===== src/logic/trace_cfg.svh =====
`ifndef TRACE_CFG_SVH
`define TRACE_CFG_SVH

// trace port and matcher sizing
`define TRACE_NIBBLE_W 4
`define MATCH_RULES    2
`define BUF_NIBBLES    4    // last four samples are compared
`define FIFO_DEPTH     64

// register map, byte addresses
`define REG_CTRL    8'h00   // bit0 arm, bit1 flush
`define REG_STATUS  8'h01
`define REG_RULE_EN 8'h02
`define REG_PATTERN 8'h10   // 4 bytes per rule: pattern lo/hi, mask lo/hi
`define REG_DELAY   8'h20
`define REG_CAPLEN  8'h21
`define REG_FIFO    8'h30   // read pops one sample
`define REG_COUNT   8'h40   // one counter byte per rule

`endif

===== src/logic/trace_pkg.sv =====
`include "trace_cfg.svh"

package trace_pkg;

   // one sample off the trace port
   typedef logic [`TRACE_NIBBLE_W-1:0] nibble_t;

   // shift buffer, newest nibble in the low bits
   typedef logic [`TRACE_NIBBLE_W*`BUF_NIBBLES-1:0] buffer_t;

   typedef logic [`MATCH_RULES-1:0] rule_mask_t;   // one bit per rule

   typedef logic [7:0] count_t;    // saturating match counter
   typedef logic [7:0] cycles_t;   // delay / capture length

   typedef logic [7:0] reg_addr_t;
   typedef logic [7:0] reg_data_t;

   // capture sequencer
   typedef enum logic [2:0] {
      st_idle,
      st_armed,
      st_delay,
      st_capture,
      st_done
   } capture_state_t;

endpackage


===== src/logic/trace_top.sv =====
`include "trace_cfg.svh"

module trace_top (
   input  logic                  trace_clk,
   input  logic                  reset,
   input  trace_pkg::nibble_t    trace_data,
   output logic                  trig_out,
   input  logic                  wb_cyc,
   input  logic                  wb_stb,
   input  logic                  wb_we,
   input  trace_pkg::reg_addr_t  wb_adr,
   input  trace_pkg::reg_data_t  wb_dat_w,
   output trace_pkg::reg_data_t  wb_dat_r,
   output logic                  wb_ack
);

   logic arm_pulse;
   logic flush_pulse;
   logic fifo_pop;
   logic match;
   logic timer_load;
   logic timer_zero;
   logic armed;
   logic capturing;
   logic done;
   logic fifo_empty;
   logic fifo_overflow;

   trace_pkg::rule_mask_t                     rule_en;
   trace_pkg::buffer_t [`MATCH_RULES-1:0]     patterns;
   trace_pkg::buffer_t [`MATCH_RULES-1:0]     masks;
   trace_pkg::count_t  [`MATCH_RULES-1:0]     match_counts;
   trace_pkg::cycles_t                        delay;
   trace_pkg::cycles_t                        cap_len;
   trace_pkg::cycles_t                        timer_value;
   trace_pkg::nibble_t                        fifo_rd_data;

   assign trig_out = capturing;   // trigger pulse is the capture window

   trace_regs u_regs (
      .trace_clk    (trace_clk),
      .reset        (reset),
      .wb_cyc       (wb_cyc),
      .wb_stb       (wb_stb),
      .wb_we        (wb_we),
      .wb_adr       (wb_adr),
      .wb_dat_w     (wb_dat_w),
      .wb_dat_r     (wb_dat_r),
      .wb_ack       (wb_ack),
      .armed        (armed),
      .capturing    (capturing),
      .done         (done),
      .fifo_empty   (fifo_empty),
      .overflow     (fifo_overflow),
      .fifo_data    (fifo_rd_data),
      .match_counts (match_counts),
      .arm_pulse    (arm_pulse),
      .flush_pulse  (flush_pulse),
      .fifo_pop     (fifo_pop),
      .rule_en      (rule_en),
      .patterns     (patterns),
      .masks        (masks),
      .delay        (delay),
      .cap_len      (cap_len)
   );

   pattern_matcher u_matcher (
      .trace_clk    (trace_clk),
      .reset        (reset),
      .trace_data   (trace_data),
      .rule_en      (rule_en),
      .patterns     (patterns),
      .masks        (masks),
      .clear_counts (arm_pulse),
      .match        (match),
      .match_counts (match_counts)
   );

   capture_fsm u_fsm (
      .trace_clk   (trace_clk),
      .reset       (reset),
      .arm_pulse   (arm_pulse),
      .match       (match),
      .timer_zero  (timer_zero),
      .delay       (delay),
      .cap_len     (cap_len),
      .timer_load  (timer_load),
      .timer_value (timer_value),
      .armed       (armed),
      .capturing   (capturing),
      .done        (done)
   );

   capture_timer u_timer (
      .trace_clk (trace_clk),
      .reset     (reset),
      .load      (timer_load),
      .value     (timer_value),
      .expired   (timer_zero)
   );

   capture_fifo u_fifo (
      .trace_clk (trace_clk),
      .reset     (reset),
      .push      (capturing),
      .din       (trace_data),
      .pop       (fifo_pop),
      .flush     (flush_pulse),
      .clear_ovf (arm_pulse),
      .dout      (fifo_rd_data),
      .empty     (fifo_empty),
      .overflow  (fifo_overflow)
   );

endmodule


===== src/logic/capture_fifo.sv =====
`include "trace_cfg.svh"

module capture_fifo (
   input  logic               trace_clk,
   input  logic               reset,
   input  logic               push,
   input  trace_pkg::nibble_t din,
   input  logic               pop,
   input  logic               flush,
   input  logic               clear_ovf,
   output trace_pkg::nibble_t dout,
   output logic               empty,
   output logic               overflow
);

   localparam int ADDR_W = $clog2(`FIFO_DEPTH);

   trace_pkg::nibble_t mem [`FIFO_DEPTH];
   logic [ADDR_W-1:0]  wr_ptr;
   logic [ADDR_W-1:0]  rd_ptr;
   logic [ADDR_W:0]    fill;    // one extra bit for full
   logic               full;
   logic               do_push;
   logic               do_pop;

   assign full    = (fill == (ADDR_W + 1)'(`FIFO_DEPTH));
   assign empty   = (fill == '0);
   assign do_push = push & ~full & ~flush;
   assign do_pop  = pop & ~empty & ~flush;

   always_ff @(posedge trace_clk) begin
      if (do_push)
         mem[wr_ptr] <= din;
   end

   always_ff @(posedge trace_clk) begin
      if (reset || flush) begin
         wr_ptr <= '0;
         rd_ptr <= '0;
         fill   <= '0;
      end else begin
         if (do_push)
            wr_ptr <= wr_ptr + 1'b1;   // wraps at depth
         if (do_pop)
            rd_ptr <= rd_ptr + 1'b1;
         fill <= fill + (ADDR_W + 1)'(do_push) - (ADDR_W + 1)'(do_pop);
      end
   end

   // sticky until the next arm, flush leaves it alone
   always_ff @(posedge trace_clk) begin
      if (reset)
         overflow <= 1'b0;
      else if (clear_ovf)
         overflow <= 1'b0;
      else if (push && full && !flush)
         overflow <= 1'b1;
   end

   assign dout = empty ? '0 : mem[rd_ptr];   // empty reads back as 0

endmodule


===== src/logic/capture_timer.sv =====
module capture_timer (
   input  logic               trace_clk,
   input  logic               reset,
   input  logic               load,
   input  trace_pkg::cycles_t value,
   output logic               expired
);

   trace_pkg::cycles_t count;

   // Loading value-1 makes the zero count land on the last cycle of the
   // interval, so the sequencer leaves the state exactly value edges later.
   always_ff @(posedge trace_clk) begin
      if (reset)
         count <= '0;
      else if (load)
         count <= value - 8'd1;
      else if (count != '0)
         count <= count - 8'd1;   // hold at zero
   end

   assign expired = (count == '0);

endmodule


===== src/logic/capture_fsm.sv =====
module capture_fsm (
   input  logic               trace_clk,
   input  logic               reset,
   input  logic               arm_pulse,
   input  logic               match,
   input  logic               timer_zero,
   input  trace_pkg::cycles_t delay,
   input  trace_pkg::cycles_t cap_len,
   output logic               timer_load,
   output trace_pkg::cycles_t timer_value,
   output logic               armed,
   output logic               capturing,
   output logic               done
);

   trace_pkg::capture_state_t state;
   trace_pkg::capture_state_t state_nxt;

   always_ff @(posedge trace_clk) begin
      if (reset)
         state <= trace_pkg::st_idle;
      else
         state <= state_nxt;
   end

   always_comb begin
      state_nxt  = state;
      timer_load = 1'b0;
      case (state)
         trace_pkg::st_armed: if (match) begin
            timer_load = 1'b1;
            // zero delay skips straight into the capture window
            state_nxt = (delay == '0) ? trace_pkg::st_capture : trace_pkg::st_delay;
         end
         trace_pkg::st_delay: if (timer_zero) begin
            timer_load = 1'b1;   // reload with capture length
            state_nxt  = trace_pkg::st_capture;
         end
         trace_pkg::st_capture: if (timer_zero) begin
            state_nxt = trace_pkg::st_done;
         end
         default: ;   // idle and done wait for arm
      endcase
      // arm wins from any state
      if (arm_pulse) begin
         state_nxt  = trace_pkg::st_armed;
         timer_load = 1'b0;
      end
   end

   // delay only matters when leaving armed
   assign timer_value = (state == trace_pkg::st_armed && delay != '0) ? delay : cap_len;

   assign armed     = (state == trace_pkg::st_armed);
   assign capturing = (state == trace_pkg::st_capture);
   assign done      = (state == trace_pkg::st_done);

endmodule


===== src/logic/pattern_matcher.sv =====
`include "trace_cfg.svh"

module pattern_matcher (
   input  logic                                  trace_clk,
   input  logic                                  reset,
   input  trace_pkg::nibble_t                    trace_data,
   input  trace_pkg::rule_mask_t                 rule_en,
   input  trace_pkg::buffer_t [`MATCH_RULES-1:0] patterns,
   input  trace_pkg::buffer_t [`MATCH_RULES-1:0] masks,
   input  logic                                  clear_counts,
   output logic                                  match,
   output trace_pkg::count_t [`MATCH_RULES-1:0]  match_counts
);

   localparam int BUF_W = `TRACE_NIBBLE_W * `BUF_NIBBLES;

   trace_pkg::buffer_t    shift_buf;
   trace_pkg::rule_mask_t hit;

   // newest sample shifts in at the bottom
   always_ff @(posedge trace_clk) begin
      if (reset)
         shift_buf <= '0;
      else
         shift_buf <= {shift_buf[BUF_W-`TRACE_NIBBLE_W-1:0], trace_data};
   end

   // masked compare, only bits with mask=1 count
   always_comb begin
      for (int r = 0; r < `MATCH_RULES; r++) begin
         hit[r] = rule_en[r] && ((shift_buf & masks[r]) == (patterns[r] & masks[r]));
      end
   end

   always_ff @(posedge trace_clk) begin
      if (reset)
         match <= 1'b0;
      else
         match <= |hit;   // any enabled rule
   end

   // per rule counters, stick at 255
   always_ff @(posedge trace_clk) begin
      if (reset) begin
         match_counts <= '0;
      end else begin
         for (int r = 0; r < `MATCH_RULES; r++) begin
            if (clear_counts)
               match_counts[r] <= '0;
            else if (hit[r] && match_counts[r] != 8'hff)
               match_counts[r] <= match_counts[r] + 8'd1;
         end
      end
   end

endmodule


===== src/logic/trace_regs.sv =====
`include "trace_cfg.svh"

module trace_regs (
   input  logic                                  trace_clk,
   input  logic                                  reset,
   input  logic                                  wb_cyc,
   input  logic                                  wb_stb,
   input  logic                                  wb_we,
   input  trace_pkg::reg_addr_t                  wb_adr,
   input  trace_pkg::reg_data_t                  wb_dat_w,
   output trace_pkg::reg_data_t                  wb_dat_r,
   output logic                                  wb_ack,
   input  logic                                  armed,
   input  logic                                  capturing,
   input  logic                                  done,
   input  logic                                  fifo_empty,
   input  logic                                  overflow,
   input  trace_pkg::nibble_t                    fifo_data,
   input  trace_pkg::count_t [`MATCH_RULES-1:0]  match_counts,
   output logic                                  arm_pulse,
   output logic                                  flush_pulse,
   output logic                                  fifo_pop,
   output trace_pkg::rule_mask_t                 rule_en,
   output trace_pkg::buffer_t [`MATCH_RULES-1:0] patterns,
   output trace_pkg::buffer_t [`MATCH_RULES-1:0] masks,
   output trace_pkg::cycles_t                    delay,
   output trace_pkg::cycles_t                    cap_len
);

   logic                 wr_en;
   logic                 rd_en;
   trace_pkg::reg_data_t rd_mux;

   // byte b of rule r: 0/1 pattern, 2/3 mask
   function automatic trace_pkg::reg_addr_t rule_addr(input int r, input int b);
      return trace_pkg::reg_addr_t'(`REG_PATTERN + 4 * r + b);
   endfunction

   // one wait state, ack for a single cycle
   always_ff @(posedge trace_clk) begin
      if (reset)
         wb_ack <= 1'b0;
      else
         wb_ack <= wb_cyc & wb_stb & ~wb_ack;
   end

   assign wr_en = wb_ack & wb_cyc & wb_stb & wb_we;
   assign rd_en = wb_ack & wb_cyc & wb_stb & ~wb_we;

   // control bits act on the ack edge, never stored
   assign arm_pulse   = wr_en & (wb_adr == `REG_CTRL) & wb_dat_w[0];
   assign flush_pulse = wr_en & (wb_adr == `REG_CTRL) & wb_dat_w[1];
   assign fifo_pop    = rd_en & (wb_adr == `REG_FIFO);

   always_ff @(posedge trace_clk) begin
      if (reset) begin
         rule_en  <= '0;
         patterns <= '0;
         masks    <= '0;
         delay    <= '0;
         cap_len  <= '0;
      end else if (wr_en) begin
         case (wb_adr)
            `REG_RULE_EN: rule_en <= wb_dat_w[`MATCH_RULES-1:0];
            `REG_DELAY:   delay   <= wb_dat_w;
            `REG_CAPLEN:  cap_len <= wb_dat_w;
            default: ;
         endcase
         for (int r = 0; r < `MATCH_RULES; r++) begin
            if (wb_adr == rule_addr(r, 0))
               patterns[r][7:0] <= wb_dat_w;
            if (wb_adr == rule_addr(r, 1))
               patterns[r][15:8] <= wb_dat_w;
            if (wb_adr == rule_addr(r, 2))
               masks[r][7:0] <= wb_dat_w;
            if (wb_adr == rule_addr(r, 3))
               masks[r][15:8] <= wb_dat_w;
         end
      end
   end

   // readback, valid whenever the address is held
   always_comb begin
      rd_mux = '0;
      case (wb_adr)
         `REG_STATUS:  rd_mux = {3'b000, overflow, fifo_empty, done, capturing, armed};
         `REG_RULE_EN: rd_mux = trace_pkg::reg_data_t'(rule_en);
         `REG_DELAY:   rd_mux = delay;
         `REG_CAPLEN:  rd_mux = cap_len;
         `REG_FIFO:    rd_mux = trace_pkg::reg_data_t'(fifo_data);   // low nibble
         default:      rd_mux = '0;
      endcase
      for (int r = 0; r < `MATCH_RULES; r++) begin
         if (wb_adr == rule_addr(r, 0))
            rd_mux = patterns[r][7:0];
         if (wb_adr == rule_addr(r, 1))
            rd_mux = patterns[r][15:8];
         if (wb_adr == rule_addr(r, 2))
            rd_mux = masks[r][7:0];
         if (wb_adr == rule_addr(r, 3))
            rd_mux = masks[r][15:8];
         if (wb_adr == trace_pkg::reg_addr_t'(`REG_COUNT + r))
            rd_mux = match_counts[r];
      end
   end

   assign wb_dat_r = rd_mux;

endmodule


===== config.mk =====
export PLATFORM = sky130hd
export DESIGN_NAME = trace_top
export DESIGN_NICKNAME = d
export VERILOG_FILES = /design/src/logic/trace_pkg.sv /design/src/logic/trace_top.sv /design/src/logic/capture_fifo.sv /design/src/logic/capture_timer.sv /design/src/logic/capture_fsm.sv /design/src/logic/pattern_matcher.sv /design/src/logic/trace_regs.sv
export VERILOG_INCLUDE_DIRS = /design/src /design/src/logic
export SDC_FILE = /design/constraint.sdc
export NUM_CORES = 1
export LEC_CHECK = 0
export BUFFER_PORTS_ARGS = -buffer_cell sky130_fd_sc_hd__buf_2
export CAP_MARGIN = 20
export CORE_MARGIN = 2
export CORE_UTILIZATION = 40
export DETAILED_ROUTE_END_ITERATION = 12
export PLACE_DENSITY = 0.62
export REMOVE_ABC_BUFFERS = 1
export SYNTH_ARGS = -nofsm -noshare
export SYNTH_HDL_FRONTEND = slang
export SYNTH_SLANG_ARGS = --single-unit

===== constraint.sdc =====
create_clock -name trace_clk -period 6 [get_ports trace_clk]
set_input_delay 1.5 -clock trace_clk [delete_from_list [all_inputs] [get_ports trace_clk]]
set_output_delay 1.5 -clock trace_clk [all_outputs]
set_load 0.01 [all_outputs]

* Word level (Yosys, flattened, before mapping)
Memory sizes are Yosys's and may differ from the RTL's. A register that Yosys moved wholly into a read port is not among the register bits.
Cells that the tools add are included.
** Storage, ports and cells
- Flip-flop bits (word level) :: 147
- RAM bits :: 256
- Input port bits :: 25
- Output and inout bits :: 10
- Word-level logic and storage cells :: 147
- Memories :: 1
** Cells by class
- $add $sub $neg :: 8
- Equality and inequality tests :: 30
- Multiplexer cells :: 29
- Bitwise logic cells :: 23
- Reductions and logical operators :: 33
** Memory list
- u_fifo.mem :: words 64, bits a word 4, rd ports 1, clocked after Yosys merged registers in 1, wr ports 1, RTL line capture_fifo.sv:18 : trace_pkg::nibble_t mem [`FIFO_DEPTH];
** Operators by type and width (count)
- $mux W8 :: 13
- $and A16 B16 Y16 :: 4
- $eq A8 B5 Y1 const B :: 8
- $pmux W8 S5 :: 1
- $eq A16 B16 Y1 :: 2
- $eq A8 B6 Y1 const B :: 3
- $logic_not A8 Y1 :: 3
- $reduce_and A2 Y1 :: 11
- $add A8 B1 Y8 const B :: 2
- $eq A8 B7 Y1 const B :: 2
- $ne A8 B8 Y1 const B :: 2
- $reduce_bool A8 Y1 :: 2
- $sub A8 B1 Y8 const B :: 2
- $and A1 B1 Y1 :: 14
- $add A6 B1 Y6 const B :: 2
- $mux W6 :: 2
- $mux W3 :: 3
- $pmux W3 S3 :: 1
- $eq A8 B1 Y1 const B :: 1
- $eq A8 B2 Y1 const B :: 1
- $reduce_and A4 Y1 :: 2
- $add A7 B1 Y7 :: 1
- $eq A7 B7 Y1 const B :: 1
- $logic_and A1 B1 Y1 :: 7
- other kinds (19) :: 33

* Depth between registers and ports, before layout
- Depth after elaboration :: 13
- Mapped depth :: 16
- Gate-level depth less buffers :: 16

* Modules after synthesis
A second synthesis with hierarchy kept.
** Unflattened totals
- Cell total of the unflattened synthesis :: 1464
- Area, all modules :: 18432.7 µm²
** Modules (own cells, without submodules)
- capture_fifo :: times used 1, cells an instance 624, area an instance 11315.9 µm², sequential area each 8207.9 µm²
- trace_regs :: times used 1, cells an instance 555, area an instance 4501.8 µm², sequential area each 1661.6 µm²
- pattern_matcher :: times used 1, cells an instance 194, area an instance 1769.2 µm², sequential area each 660.6 µm²
- capture_timer :: times used 1, cells an instance 55, area an instance 500.5 µm², sequential area each 160.2 µm²
- capture_fsm :: times used 1, cells an instance 36, area an instance 345.3 µm², sequential area each 60.1 µm²

* Least setup slack after synthesis
Ideal clock, no wire load.
- Path kind :: input to output
- Start point :: input port wb_adr[7]
- End point :: output port wb_dat_r[2]
- Arrival :: 3104 ps
- Required time :: 4500 ps
- Setup slack :: 1396 ps
- Stages :: 8
- Buffers on the path :: 2
- Cell sequence :: buf_2 nor4b_2 buf_2 o21ai_0 a21oi_1 o21ai_0 a211o_1 a41oi_1
** Between the ends
- Cells in the longest elaborated chain, start to end :: 12
- Elaborated cells between the ends (all ways) :: 26
- Classes of those cells :: 15 x eq/ne; 11 x mux
** RTL lines
- start: declaration :: RTL line trace_top.sv:11 : input trace_pkg::reg_addr_t wb_adr,
- $eq A8 B6 Y1 (tied with other cells) :: RTL line trace_regs.sv:85 : case (wb_adr)
- $pmux W8 S5 :: RTL line trace_regs.sv:85
- $mux W8 :: RTL line trace_regs.sv:94 : if (wb_adr == rule_addr(r, 0))
- $mux W8 :: RTL line trace_regs.sv:96 : if (wb_adr == rule_addr(r, 1))
- $mux W8 :: RTL line trace_regs.sv:98 : if (wb_adr == rule_addr(r, 2))
- $mux W8 :: RTL line trace_regs.sv:100 : if (wb_adr == rule_addr(r, 3))
- $mux W8 :: RTL line trace_regs.sv:102 : if (wb_adr == trace_pkg::reg_addr_t'(`REG_COUNT + r))
- $mux W8 :: RTL line trace_regs.sv:94
- $mux W8 :: RTL line trace_regs.sv:96
- $mux W8 :: RTL line trace_regs.sv:98
- $mux W8 :: RTL line trace_regs.sv:100
- $mux W8 * :: RTL line trace_regs.sv:102
- end: declaration :: RTL line trace_top.sv:13 : output trace_pkg::reg_data_t wb_dat_r,
Every way passes the cells marked *; elsewhere a longest branch is shown, timed or not.

* Worst setup path in the final report
- Start point :: input port wb_adr[5]
- End point :: output port wb_dat_r[2]
Same word-level chain as after synthesis.

==> run metrics <==
status completed; slew at the pin closest to its max-slew limit 1.028 ns; Clk Latency, worst-skew pair 0.58 ns; largest net degree at the start of global routing 88; fmax 185.1 MHz; Arr. time, crit path 3.90 ns; Async SR Flop Fraction 0; DR vias 12200; VDD IR max 227.5 µV; Final Max Tran Viols 0; Root Driver clkbuf_16; post-route setup TNS 0 ns; post-DR wirelength/cell 22.63 µm; first-pass GRT wire length 73.91 mm; Post-synth EDFFs 256; die outline area 47270 µm²; crit-path leading delay family compound AO/OA/AOI/OAI gates; FILL cells 4111; first-pass iteration count of the detailed router 5; mux cell area share after synthesis 0.1233; drt via density 5.727; Post-Synth Simple-Gate Area 0.1374; Yosys cell types 83; CP required 4.50 ns; RSZ-0062 raised after global routing no; Final Power 5.935 mW; mapped cell area 18220 µm²; largest family of logic cells by synthesized area simple AND/OR/NAND/NOR gates; post_cts resized 0; GRT overflow 0; worst path cell trace buf_2 > nor4bb_1 > o2111ai_1 > or2_2 > a211oi_1 > a21oi_1 > a41oi_1 > buf_2; clock slew at reported path FFs 0.06 ns; Yosys reg bits 409; Post-route DRC 0; share of cells above drive strength 1 0.1528; Final #Nets 1536; Post-Synth Adder-Cell Area 0.01071; Final ANT Viol Nets 0; Setup WS post-layout 0.5974 ns; Chip Width 217.4 µm; post-synthesis compound-gate area fraction 0.09045; die height 217.4 µm; PwrDens 291.1 nW/µm²; Top Ports 35; Max Buffers Root-to-Sink 3; final worst path period share 0.9004; Synth warnings 0; crit start category primary input; # diodes 0; vias in the first global route 11880; initial antenna violation count 0; critical path class primary input to output port; Fin Hold WS 0.4780 ns; slowest cell delay on critical path 0.56 ns; sequential share of the synthesized area 0.5901; Most Frequent Cell on Critical Path buf_2; Hold Crit Class flop to flop; Slew headroom 0.3094; GP Congestion 0.9645; Final min period 5.403 ns; CP Buf/Inv Count 2; pre-CTS setup slack 0.7661 ns; synthesis-to-finish area growth 11.92%; hpwl dp 32.74 mm; Post-synth top flop edfxtp_1; xor/xnor share of the synthesized area 0.02308; CTS Sinks 409; Initial Util 0.4032; Max stage delay cell, worst path nor4bb_1; clk_skew 0.02361 ns; Detailed Route WL 48.22 mm; CTS tree yes; Final Hold Viols 0; commonest non-fill, non-tap cell in the layout edfxtp_1; hold_buf cts 0; final setup violating endpoints 0; post-CTS setup buffer count 0; DRT iter0 DRCs 1216; leakage 6.788 nW; total track usage 0.2060; CTS HTree Levels 2; maxcap violations 0; floorplan core area 45190 µm²; CTS Buf Count 44; # rows 78; Synth Instances 1481; crit-path max FO 11; IO buf count 34; Crit. End Element output port; Mean Syn Cell Area 12.30 µm²; commonest non-fill, non-tap cells in the layout edfxtp_1, nor2_1, nand2_1
-- final timing paths --
kind	startpoint	end	slack, ns	depth (start not counted)
worst max-delay path	wb_adr[5]	wb_dat_r[2]	0.60	8
worst min-delay path	u_regs.masks[0]$_SDFFE_PP0P_	u_regs.masks[0]$_SDFFE_PP0P_	0.48	2
worst max register to register	u_fifo.fill[4]$_SDFF_PP0_	u_fifo.fill[6]$_SDFF_PP0_	2.39	16
worst min register to register	u_regs.masks[0]$_SDFFE_PP0P_	u_regs.masks[0]$_SDFFE_PP0P_	0.48	2
-- metrics by stage --
stage            util  cells  instance area [µm²]
2_1_floorplan       -   1394                17830
3_3_place_gp   0.4188   2046                18920
3_5_place_dp   0.4188   2046                18920
4_1_cts        0.4495   2127                20310
5_1_grt        0.4512   2131                20390
6_report       0.4512   2131                20390
-- Yosys cell counts (all sizes together), types with 18 or more instances --
library cell / count / area [µm²]
inv: 18 / 67.56
edfxtp: 256 / 7687
a21oi: 104 / 520.5
dfxtp: 153 / 3063
a22oi: 30 / 225.2
o21ai: 36 / 180.2
nor2b: 33 / 206.5
nor2: 166 / 625.6
nand2: 153 / 576.8
mux4: 68 / 1531
clkbuf: 50 / 187.7
nand3: 34 / 170.2
xor2: 41 / 359.1
mux2i: 53 / 534.3
buf: 37 / 201.4
-- tightest hold or removal path, stage by stage, from the launching register on --
cell     delay (ns)
dfxtp_1        0.32
nand2_1        0.06
a21oi_1        0.05
-- final cells by class --
| class | count | area (µm²) | share of cell area |
|---|---|---|---|
| flip-flops and latches | 409 | 10760 | 0.5277 |
| repair buffers | 56 | 412.9 | 0.02025 |
| clock inverters | 25 | 210.2 | 0.01031 |
| clock buffers | 56 | 1177 | 0.05774 |
| well taps | 600 | 750.7 | 0.03682 |
| multi-input cells | 967 | 7012 | 0.3439 |
| inverters | 18 | 67.56 | 0.003314 |
-- per-layer routing --
metal,up-vias,track usage,share of wire
met4,0,0.06804,0.028
met1,6098,0.2883,0.44
met2,441,0.3292,0.47
met3,80,0.03152,0.064
li1,5585,-,-
met5,-,0,0
-- where the power goes --
group / switching, mW / internal, mW
clock: 1.13 / 1.49
sequential: 0.0228 / 3.01
combinational: 0.179 / 0.102
-- kinds of logic after synthesis --
| group | count (synthesis) |
|---|---|
| compound gates | 259 |
| xor+xnor | 48 |
| fa+ha+maj | 15 |
| buf+inv | 105 |
| flops | 409 |
| mux | 137 |
| simple gates | 508 |
-- registers in the layout (all words and copies together) (netlist names), 7 cells and up, named ones only --
register	flops
u_timer.count	8
u_regs.masks	32
u_regs.cap_len	8
u_regs.patterns	32
u_regs.delay	8
u_matcher.match_counts	16
u_fifo.mem	256
u_matcher.shift_buf	16
u_fifo.fill	7
(Power assumes the default switching activity.)
